**src/hw/retire_pkg.sv**
```systemverilog
/*
 * Retire stage shared types
 * Widths, vector typedefs, byte element type and the packed structs
 * exchanged between the ROB, the retire stages and the register files
 */

package retire_pkg;

    ////////////////////////////////////////////////////////////////////////////
    // Widths
    ////////////////////////////////////////////////////////////////////////////
    localparam int NUM_RT_UOP_DEF = 4;          // Default retire slot count
    localparam int VLEN           = 128;
    localparam int VLENB          = VLEN / 8;   // Bytes per vector register
    localparam int XLEN           = 32;
    localparam int REG_IDX_W      = 5;

    typedef logic [VLEN-1:0]      vreg_data_t;
    typedef logic [XLEN-1:0]      xreg_data_t;
    typedef logic [VLENB-1:0]     byte_strobe_t;
    typedef logic [REG_IDX_W-1:0] reg_idx_t;

    // Element type of one destination byte
    typedef enum logic [1:0] {
        BODY_INACTIVE = 2'd0,
        TAIL          = 2'd1,
        PROLOGUE      = 2'd2,
        BODY_ACTIVE   = 2'd3     // Only these bytes get written
    } byte_type_e;

    ////////////////////////////////////////////////////////////////////////////
    // Structs
    ////////////////////////////////////////////////////////////////////////////
    typedef struct packed {
        logic [6:0] vstart;
        logic [7:0] vl;
        logic [2:0] vsew;
        logic [2:0] vlmul;
    } vcsr_state_t;

    // One retired uop as handed over by the ROB
    typedef struct packed {
        logic                         w_type;      // 0 VRF, 1 XRF
        logic                         w_valid;
        reg_idx_t                     w_index;
        vreg_data_t                   w_data;
        byte_type_e [VLENB-1:0]       vd_type;
        byte_strobe_t                 vxsaturate;
        logic                         trap_flag;
        vcsr_state_t                  vector_csr;
    } rob2rt_t;

    // Decoded slot, after trap squash
    typedef struct packed {
        logic         vrf_hit;
        logic         xrf_hit;
        reg_idx_t     index;
        vreg_data_t   data;
        byte_strobe_t strobe;      // Raw, before WAW masking
        logic         sat;
    } uop_dec_t;

    typedef struct packed {
        reg_idx_t     rt_index;
        vreg_data_t   rt_data;
        byte_strobe_t rt_strobe;
    } rt2vrf_t;

    typedef struct packed {
        reg_idx_t   rt_index;
        xreg_data_t rt_data;
    } rt2xrf_t;

endpackage

```
**src/hw/retire_decode.sv**
```systemverilog
/*
 * Retire decode
 * Splits each ROB slot into its fields, squashes slots younger than a trap
 * and builds the byte strobe and saturation flag from BODY_ACTIVE bytes
 */

`timescale 1ns/1ns

module retire_decode import retire_pkg::*; #(
    parameter int NUM_RT_UOP = NUM_RT_UOP_DEF
) (
    input  logic     [NUM_RT_UOP-1:0] rob_valid_i,
    input  rob2rt_t  [NUM_RT_UOP-1:0] rob_data_i,
    output uop_dec_t [NUM_RT_UOP-1:0] dec_o
);

    logic [NUM_RT_UOP-1:0] trap_before;    // Some older slot trapped
    logic [NUM_RT_UOP-1:0] survive;

    ////////////////////////////////////////////////////////////////////////////
    // Trap squash chain, oldest to youngest
    ////////////////////////////////////////////////////////////////////////////
    for (genvar i = 0; i < NUM_RT_UOP; i++) begin : g_chain
        if (i == 0) begin : g_oldest
            assign trap_before[i] = 1'b0;    // Nothing older than slot 0
        end else begin : g_younger
            assign trap_before[i] = trap_before[i-1] |
                                    (rob_valid_i[i-1] & rob_data_i[i-1].trap_flag);
        end

        assign survive[i] = rob_valid_i[i] & rob_data_i[i].w_valid & ~trap_before[i];
    end

    ////////////////////////////////////////////////////////////////////////////
    // Per-slot decode
    ////////////////////////////////////////////////////////////////////////////
    for (genvar i = 0; i < NUM_RT_UOP; i++) begin : g_slot
        byte_strobe_t raw_strobe;
        uop_dec_t     slot_dec;

        // Byte enable from element type
        always_comb begin
            raw_strobe = '0;
            for (int b = 0; b < VLENB; b++) begin
                raw_strobe[b] = (rob_data_i[i].vd_type[b] == BODY_ACTIVE);
            end
        end

        always_comb begin
            slot_dec.vrf_hit = survive[i] & ~rob_data_i[i].w_type;
            slot_dec.xrf_hit = survive[i] &  rob_data_i[i].w_type;
            slot_dec.index   = rob_data_i[i].w_index;
            slot_dec.data    = rob_data_i[i].w_data;
            slot_dec.strobe  = raw_strobe;
            // Saturation only counts on bytes that are really written
            slot_dec.sat     = |(raw_strobe & rob_data_i[i].vxsaturate);
        end

        assign dec_o[i] = slot_dec;
    end

endmodule

```
**src/hw/retire_top.sv**
```systemverilog
/*
 * Retire stage top level
 * Decode, WAW resolution and registered writeback to VRF, XRF and CSRs
 */

`timescale 1ns/1ns

module retire_top import retire_pkg::*; #(
    parameter int NUM_RT_UOP = NUM_RT_UOP_DEF
) (
    input  logic                         clk_i,
    input  logic                         rst_n_i,
    input  logic     [NUM_RT_UOP-1:0]    rob_valid_i,
    input  rob2rt_t  [NUM_RT_UOP-1:0]    rob_data_i,
    output logic     [NUM_RT_UOP-1:0]    vrf_valid_o,
    output rt2vrf_t  [NUM_RT_UOP-1:0]    vrf_data_o,
    output logic     [NUM_RT_UOP-1:0]    xrf_valid_o,
    output rt2xrf_t  [NUM_RT_UOP-1:0]    xrf_data_o,
    output logic                         vcsr_valid_o,
    output vcsr_state_t                  vcsr_data_o,
    output logic                         vxsat_valid_o,
    output logic                         vxsat_data_o
);

    uop_dec_t     [NUM_RT_UOP-1:0] dec;
    byte_strobe_t [NUM_RT_UOP-1:0] waw_strobe;   // Strobes after WAW masking

    retire_decode #(.NUM_RT_UOP(NUM_RT_UOP)) u_decode (
        .rob_valid_i (rob_valid_i),
        .rob_data_i  (rob_data_i),
        .dec_o       (dec)
    );

    retire_waw_resolve #(.NUM_RT_UOP(NUM_RT_UOP)) u_waw (
        .dec_i    (dec),
        .strobe_o (waw_strobe)
    );

    // Single register stage, all outputs
    retire_writeback #(.NUM_RT_UOP(NUM_RT_UOP)) u_writeback (
        .clk_i         (clk_i),
        .rst_n_i       (rst_n_i),
        .rob_data_i    (rob_data_i),
        .dec_i         (dec),
        .strobe_i      (waw_strobe),
        .vrf_valid_o   (vrf_valid_o),
        .vrf_data_o    (vrf_data_o),
        .xrf_valid_o   (xrf_valid_o),
        .xrf_data_o    (xrf_data_o),
        .vcsr_valid_o  (vcsr_valid_o),
        .vcsr_data_o   (vcsr_data_o),
        .vxsat_valid_o (vxsat_valid_o),
        .vxsat_data_o  (vxsat_data_o)
    );

endmodule

```
**src/hw/retire_waw_resolve.sv**
```systemverilog
/*
 * Write-after-write resolution
 * Clears every strobe byte of a VRF write that a younger surviving write
 * to the same register also covers, so the youngest writer wins
 */

`timescale 1ns/1ns

module retire_waw_resolve import retire_pkg::*; #(
    parameter int NUM_RT_UOP = NUM_RT_UOP_DEF
) (
    input  uop_dec_t     [NUM_RT_UOP-1:0] dec_i,
    output byte_strobe_t [NUM_RT_UOP-1:0] strobe_o
);

    ////////////////////////////////////////////////////////////////////////////
    // Younger coverage per slot
    ////////////////////////////////////////////////////////////////////////////
    for (genvar i = 0; i < NUM_RT_UOP; i++) begin : g_slot
        byte_strobe_t covered;    // Bytes owned by younger same-index writes

        // Loop is empty for the youngest slot, so its strobe passes through
        always_comb begin
            covered = '0;
            for (int j = i + 1; j < NUM_RT_UOP; j++) begin
                // Squashed slots have no vrf_hit and never mask older ones
                if (dec_i[j].vrf_hit && (dec_i[j].index == dec_i[i].index)) begin
                    covered = covered | dec_i[j].strobe;
                end
            end
        end

        assign strobe_o[i] = dec_i[i].strobe & ~covered;
    end

endmodule

```
**src/hw/retire_writeback.sv**
```systemverilog
/*
 * Retire writeback
 * Packs VRF, XRF, CSR and vxsat writes and registers them for one cycle
 */

`timescale 1ns/1ns

module retire_writeback import retire_pkg::*; #(
    parameter int NUM_RT_UOP = NUM_RT_UOP_DEF
) (
    input  logic                             clk_i,
    input  logic                             rst_n_i,
    input  rob2rt_t      [NUM_RT_UOP-1:0]    rob_data_i,
    input  uop_dec_t     [NUM_RT_UOP-1:0]    dec_i,
    input  byte_strobe_t [NUM_RT_UOP-1:0]    strobe_i,
    output logic         [NUM_RT_UOP-1:0]    vrf_valid_o,
    output rt2vrf_t      [NUM_RT_UOP-1:0]    vrf_data_o,
    output logic         [NUM_RT_UOP-1:0]    xrf_valid_o,
    output rt2xrf_t      [NUM_RT_UOP-1:0]    xrf_data_o,
    output logic                             vcsr_valid_o,
    output vcsr_state_t                      vcsr_data_o,
    output logic                             vxsat_valid_o,
    output logic                             vxsat_data_o
);

    logic    [NUM_RT_UOP-1:0] vrf_valid_d;
    rt2vrf_t [NUM_RT_UOP-1:0] vrf_data_d;
    logic    [NUM_RT_UOP-1:0] xrf_valid_d;
    rt2xrf_t [NUM_RT_UOP-1:0] xrf_data_d;
    logic                     vcsr_valid_d;
    logic                     vxsat_valid_d;
    logic                     vxsat_data_d;

    ////////////////////////////////////////////////////////////////////////////
    // Next-state packing
    ////////////////////////////////////////////////////////////////////////////
    for (genvar i = 0; i < NUM_RT_UOP; i++) begin : g_pack
        assign vrf_valid_d[i] = dec_i[i].vrf_hit;
        assign vrf_data_d[i]  = '{rt_index:  dec_i[i].index,
                                  rt_data:   dec_i[i].data,
                                  rt_strobe: strobe_i[i]};

        assign xrf_valid_d[i] = dec_i[i].xrf_hit;
        assign xrf_data_d[i]  = '{rt_index: dec_i[i].index,
                                  rt_data:  dec_i[i].data[XLEN-1:0]};   // Low word only
    end

    // Slot 0 always survives the squash, so a hit there means valid and w_valid
    assign vcsr_valid_d = (dec_i[0].vrf_hit | dec_i[0].xrf_hit) & rob_data_i[0].trap_flag;

    always_comb begin
        vxsat_valid_d = 1'b0;
        vxsat_data_d  = 1'b0;
        for (int i = 0; i < NUM_RT_UOP; i++) begin
            vxsat_valid_d = vxsat_valid_d | ((dec_i[i].vrf_hit | dec_i[i].xrf_hit) & dec_i[i].sat);
            vxsat_data_d  = vxsat_data_d | dec_i[i].sat;
        end
    end

    ////////////////////////////////////////////////////////////////////////////
    // Output register
    ////////////////////////////////////////////////////////////////////////////
    always_ff @(posedge clk_i or negedge rst_n_i) begin
        if (!rst_n_i) begin
            vrf_valid_o   <= '0;
            vrf_data_o    <= '0;
            xrf_valid_o   <= '0;
            xrf_data_o    <= '0;
            vcsr_valid_o  <= 1'b0;
            vcsr_data_o   <= '0;
            vxsat_valid_o <= 1'b0;
            vxsat_data_o  <= 1'b0;
        end else begin
            vrf_valid_o   <= vrf_valid_d;
            vrf_data_o    <= vrf_data_d;
            xrf_valid_o   <= xrf_valid_d;
            xrf_data_o    <= xrf_data_d;
            vcsr_valid_o  <= vcsr_valid_d;
            vcsr_data_o   <= rob_data_i[0].vector_csr;
            vxsat_valid_o <= vxsat_valid_d;
            vxsat_data_o  <= vxsat_data_d;
        end
    end

    // Registered VRF ports never fight over a byte, and a slot targets one file
    for (genvar i = 0; i < NUM_RT_UOP; i++) begin : g_chk
        for (genvar j = 0; j < i; j++) begin : g_pair
            a_vrf_no_overlap: assert property (@(posedge clk_i) disable iff (!rst_n_i)
                !(vrf_valid_o[i] && vrf_valid_o[j] &&
                  (vrf_data_o[i].rt_index == vrf_data_o[j].rt_index) &&
                  |(vrf_data_o[i].rt_strobe & vrf_data_o[j].rt_strobe)))
                else $error("VRF slots %0d and %0d overlap on vrf[%0d]",
                            i, j, vrf_data_o[i].rt_index);
        end

        a_one_file: assert property (@(posedge clk_i) disable iff (!rst_n_i)
            !(vrf_valid_o[i] && xrf_valid_o[i]))
            else $error("Slot %0d writes both VRF and XRF", i);
    end

endmodule

```
**config.mk**
```make
export PLATFORM = sky130hd
export DESIGN_NAME = retire_top
export DESIGN_NICKNAME = d
export VERILOG_FILES = /design/src/hw/retire_pkg.sv /design/src/hw/retire_decode.sv /design/src/hw/retire_top.sv /design/src/hw/retire_waw_resolve.sv /design/src/hw/retire_writeback.sv
export SDC_FILE = /design/constraint.sdc
export NUM_CORES = 1
export LEC_CHECK = 0
export ABC_AREA = 1
export BUFFER_PORTS_ARGS = -buffer_cell sky130_fd_sc_hd__buf_2
export CORE_AREA = 2 2 628 630
export CTS_CLUSTER_SIZE = 14
export DETAILED_ROUTE_END_ITERATION = 12
export DIE_AREA = 0 0 630 632
export PLACE_DENSITY = 0.3
export SYNTH_ARGS = -nofsm -noshare
export SYNTH_HDL_FRONTEND = slang
export SYNTH_SLANG_ARGS = --single-unit
```
**constraint.sdc**
```tcl
create_clock -name clk_i -period 0.8 [get_ports clk_i]
set_input_delay 0.04 -clock clk_i [delete_from_list [all_inputs] [get_ports clk_i]]
set_output_delay 0.04 -clock clk_i [all_outputs]
set_load 0.02 [all_outputs]
```
### Word level (Yosys, flattened, before mapping)

Cells that the tools add are included.

| cells by class | value |
|---|---|
| $add $sub $neg | 0 |
| multipliers | 0 |
| divide/modulo/power cells | 0 |
| magnitude comparators | 0 |
| equal/unequal tests | 70 |
| shift-type cells | 0 |
| muxes and demuxes | 6 |
| bitwise operators | 55 |
| reduce and logical (&&, ||, !) cells | 10 |

Operator list:

| cell | number |
|---|---|
| 2-bit == test, second input constant | 64 |
| 16-bit bitwise AND | 7 |
| 16-bit 2-to-1 mux | 6 |
| 16-bit OR reduction | 4 |
| 16-bit NOT | 3 |
| 16-bit bitwise OR | 3 |
| 5-bit == test | 6 |
| 1-bit bitwise AND | 23 |
| 1-bit bitwise OR | 12 |
| 1-bit NOT | 7 |
| 1-bit logical AND | 6 |

| word-level totals | value |
|---|---|
| flip-flop bits (word level) | 756 |
| bits in latches | 0 |
| RAM bits | 0 |
| memory bits (read-only) | 0 |
| input bits | 826 |
| output and inout bits | 776 |
| memories kept | 0 |

### Logic depth before layout (Yosys ltp)

| logic depth | value |
|---|---|
| depth in word-level cells | 12 |
| depth in mapped cells | 10 |

### Cells and area by module

From an unflattened synthesis, not the netlist that was laid out.

| unflattened totals | value |
|---|---|
| cells, all modules | 1,974 |
| area total of the unflattened synthesis | 23,799.1 sq um |

By module, submodules not included:

| module | times used | cells each | area each (sq um) | seq. area each (sq um) |
|---|---|---|---|---|
| retire_writeback | 1 | 794 | 16,898.7 | 15,715.1 |
| retire_decode | 1 | 821 | 5,228.8 | 0.0 |
| retire_waw_resolve | 1 | 359 | 1,671.6 | 0.0 |

### Least setup slack after synthesis

No wires, ideal clock.

| timing | value |
|---|---|
| path kind | input to register |
| from | input port rob_valid_i[0] |
| to | register u_writeback.vrf_data_o[301] (netlist name) |
| library setup time | 118 ps |
| data arrival time | 823 ps |
| data required time | 682 ps |
| setup slack | -141 ps |
| stages on the path | 9 |
| path buffers | 1 |
| cells stage by stage | nand2_2 -> nand2_1 -> clkinv_2 -> nand4_4 -> inv_2 -> nand3_2 -> buf_6 -> o21bai_1 -> inv_1 |

RTL lines:

| what | RTL line | text |
|---|---|---|
| start: declaration | retire_top.sv:13 | `input logic [NUM_RT_UOP-1:0] rob_valid_i,` |

### Worst setup path in the final report

| timing | value |
|---|---|
| from | register u_writeback.vrf_data_o[34] (netlist name) |
| to | output port vrf_data_o[34] (netlist name) |

RTL lines:

| what | RTL line | text |
|---|---|---|
| end: declaration | retire_top.sv:16 | `output rt2vrf_t [NUM_RT_UOP-1:0] vrf_data_o,` |

No word-level cell between the ends.

==> impl_metrics.json <==
{
  "antenna_found_initial": 206,
  "finalCritPeriodShare_pct": 199,
  "rows": 230,
  "gr-total-overflow": 0,
  "synth_cell_type_count": 26,
  "grt_pass1_vias": 25600,
  "track_usage_pct": 12.9,
  "hold_viol_final": 4,
  "avgSynthCellArea_um2": 14.8,
  "setup.worst_path.start_class": "register",
  "cts_tree": "done",
  "syn_nets": 2135,
  "drt_wl_total_mm": 265,
  "setup_tns_ps": -507660,
  "synthCells": 1309,
  "yosysSeqAreaShare_pct": 81.0,
  "min_period_ps": 1590,
  "path_buf_inv": 2,
  "synth_area_mm2": 0.0194,
  "routabilityCongestion": 0.919,
  "core_region_area_mm2": 0.391,
  "instances_no_fill": 9602,
  "grt.met3_usage_pct": 6.98,
  "cts.sinks": 628,
  "io_buffers": 1537,
  "slowest_stage": "dfrtp_2",
  "postRouteAntennaNets": 0,
  "yosys_warnings": 0,
  "htree_levels": 3,
  "use_met2_pct": 22.2,
  "critPathMaxStageDelay_ps": 440,
  "vias": 23400,
  "required_ps": 760,
  "failed_checks": "negative hold slack, negative setup slack",
  "pin_count": 1602,
  "nFillCells": 43900,
  "syn_to_final_growth_pct": 194,
  "drv_cap": 0,
  "dieArea_mm2": 0.398,
  "clockBufferDepth": 4,
  "dpl.cell_count": 8168,
  "stdcell_area_mm2": 0.0571,
  "status": "complete, but fails checks",
  "critPathKind": "register to output pin",
  "crit_family": "flip-flops",
  "hold_class": "input pin to asynchronous set/reset pin",
  "rsz0062_at_grt": "true",
  "drc_errors": 0,
  "cts_made_buffers": 91,
  "dp_hpwl_mm": 234,
  "die_y_um": 632,
  "leakagePower_nw": 25.1,
  "clk_pin_slew_ps": 60,
  "crit_chain": "buf_6 -> buf_12",
  "vias_per_cell": 2.44,
  "die_w_um": 630,
  "setup_violations": 1123,
  "clock.fmax_ghz": 0.627,
  "crit_fanout": 2,
  "wl_per_cell_um": 27.6,
  "endpoint_kind": "output pin",
  "worstMarginPinSlew_ps": 815,
  "max-vdd-ir-drop_uv": 1470,
  "whs_ps": -174,
  "busiest_layer": "met2",
  "grt_pass1_wl_mm": 320,
  "worstPathArrival_ps": 1550,
  "grtUsageMet1_pct": 13.0,
  "layout.nets": 5089,
  "synth-seq-cells": 628,
  "drtIter0Drc": 1000,
  "dpl_cell_area_mm2": 0.0371,
  "firstDrtPassIters": 4,
  "drv_slew": 0,
  "initial_core_util_pct": 4.95,
  "p_per_area_mw_per_mm2": 1770,
  "slew_headroom_pct": 45.5,
  "postLayoutCoreUtil_pct": 14.6,
  "drive_gt1_share_pct": 49.6,
  "grt_max_degree": 45,
  "worst_slack_ps": -794,
  "cts-root-buf": "clkbuf_16"
}
[cell usage after synthesis (all sizes together)]
library cell  count  area (um^2)
a21oi             2         25.0
buf             157         1190
clkinv            1         5.00
dfrtp           628        15700
inv              94          353
nand2           148          561
nand3           125          646
nand4             6         67.6
nor2             73          304
nor3             25          175
o21ai            21          105
o21bai            9         67.6
or2               1         8.76
xnor2            12          105
xor2              7         61.3
[logic make-up (layout without fill, tap and decap cells)]
kind of cell           after synthesis  count (layout)  synth area share (%)
AO/OA/AOI/OAI                       32              32                  1.02
XOR/XNOR                            19              19                 0.858
buffers and inverters              252            3274                  7.99
flip-flops                         628             628                  81.0
other                                0              51                     0
AND/OR/NAND/NOR                    378             378                  9.09
[layer usage]
layer  routed length, um  vias to the layer above  part of all wire (%)
li1                    -                     9964                     -
met1               91600                    11600                    35
met2              128000                     1271                    48
met3               32100                      553                    12
met4               13500                       46                   5.1
met5                 299                        -                  0.11
[area by class of cell]
type / instances / area, um^2 / share of cell area [%]
repair buffers: 3018 / 28500 / 50.0
flip-flops and latches: 628 / 15800 / 27.7
well taps: 5220 / 6530 / 11.4
clock buffers: 125 / 2600 / 4.55
multi-input cells: 429 / 2550 / 4.47
clock inverters: 36 / 523 / 0.916
inverters: 95 / 387 / 0.677
diodes: 51 / 128 / 0.224
[sequential cells by signal, indices dropped and copies added, names as in the netlist]
register and flops:
u_writeback.vcsr_data_o 21, u_writeback.vrf_valid_o 4, u_writeback.vcsr_valid_o 1, u_writeback.vxsat_data_o 1, u_writeback.xrf_valid_o 4, u_writeback.vxsat_valid_o 1, u_writeback.vrf_data_o 596
[placed cells by master (no fill, tap or decap), drive strengths merged, types with 21 or more instances in the layout]
cell / count
diode: 51
nor3: 25
dfrtp: 628
clkbuf: 127
buf: 1799
inv: 97
dlygate4sd3: 1214
nand2: 148
nand3: 125
nor2: 73
o21ai: 21
[metrics by stage]
step | setup slack, ps | hold WS [ps] | total power, mW
finish | -794 | -174 | 101
global route | -896 | -194 | 106
CTS | -929 | -325 | 104
detailed placement | -809 | -113 | 50.3
global placement | -816 | -109 | 50.4
floorplan | -118 | -256 | 38.5
[what timing repair did]
item | 4_1_cts | 5_1_grt
endpoints found under the setup margin | 776 | 1326
hold buffers | 1213 | 102
gates cloned | 0 | 1
endpoints found under the hold margin | 1256 | 709
pin swaps | 0 | 42
setup buffers | 0 | 6
resized for setup | 1369 | 111
[power breakdown]
part	switching [mW]	internal (mW)
logic	11.0	11.2
registers	1.54	33.4
clock network	17.6	26.2
[final timing paths]
check                      slack, ps                          end  cells past startpoint                        from
setup / recovery                -790               vrf_data_o[34]                      2  u_writeback.vrf_data_o[34]
hold / removal                  -170  u_writeback.vrf_data_o[348]                      2                     rst_n_i
max in group asynchronous       -100  u_writeback.vrf_data_o[459]                      4                     rst_n_i
min in group clk_i              -120     u_writeback.vxsat_data_o                      8             rob_data_i[227]
Power figures use the tool's default switching activity.
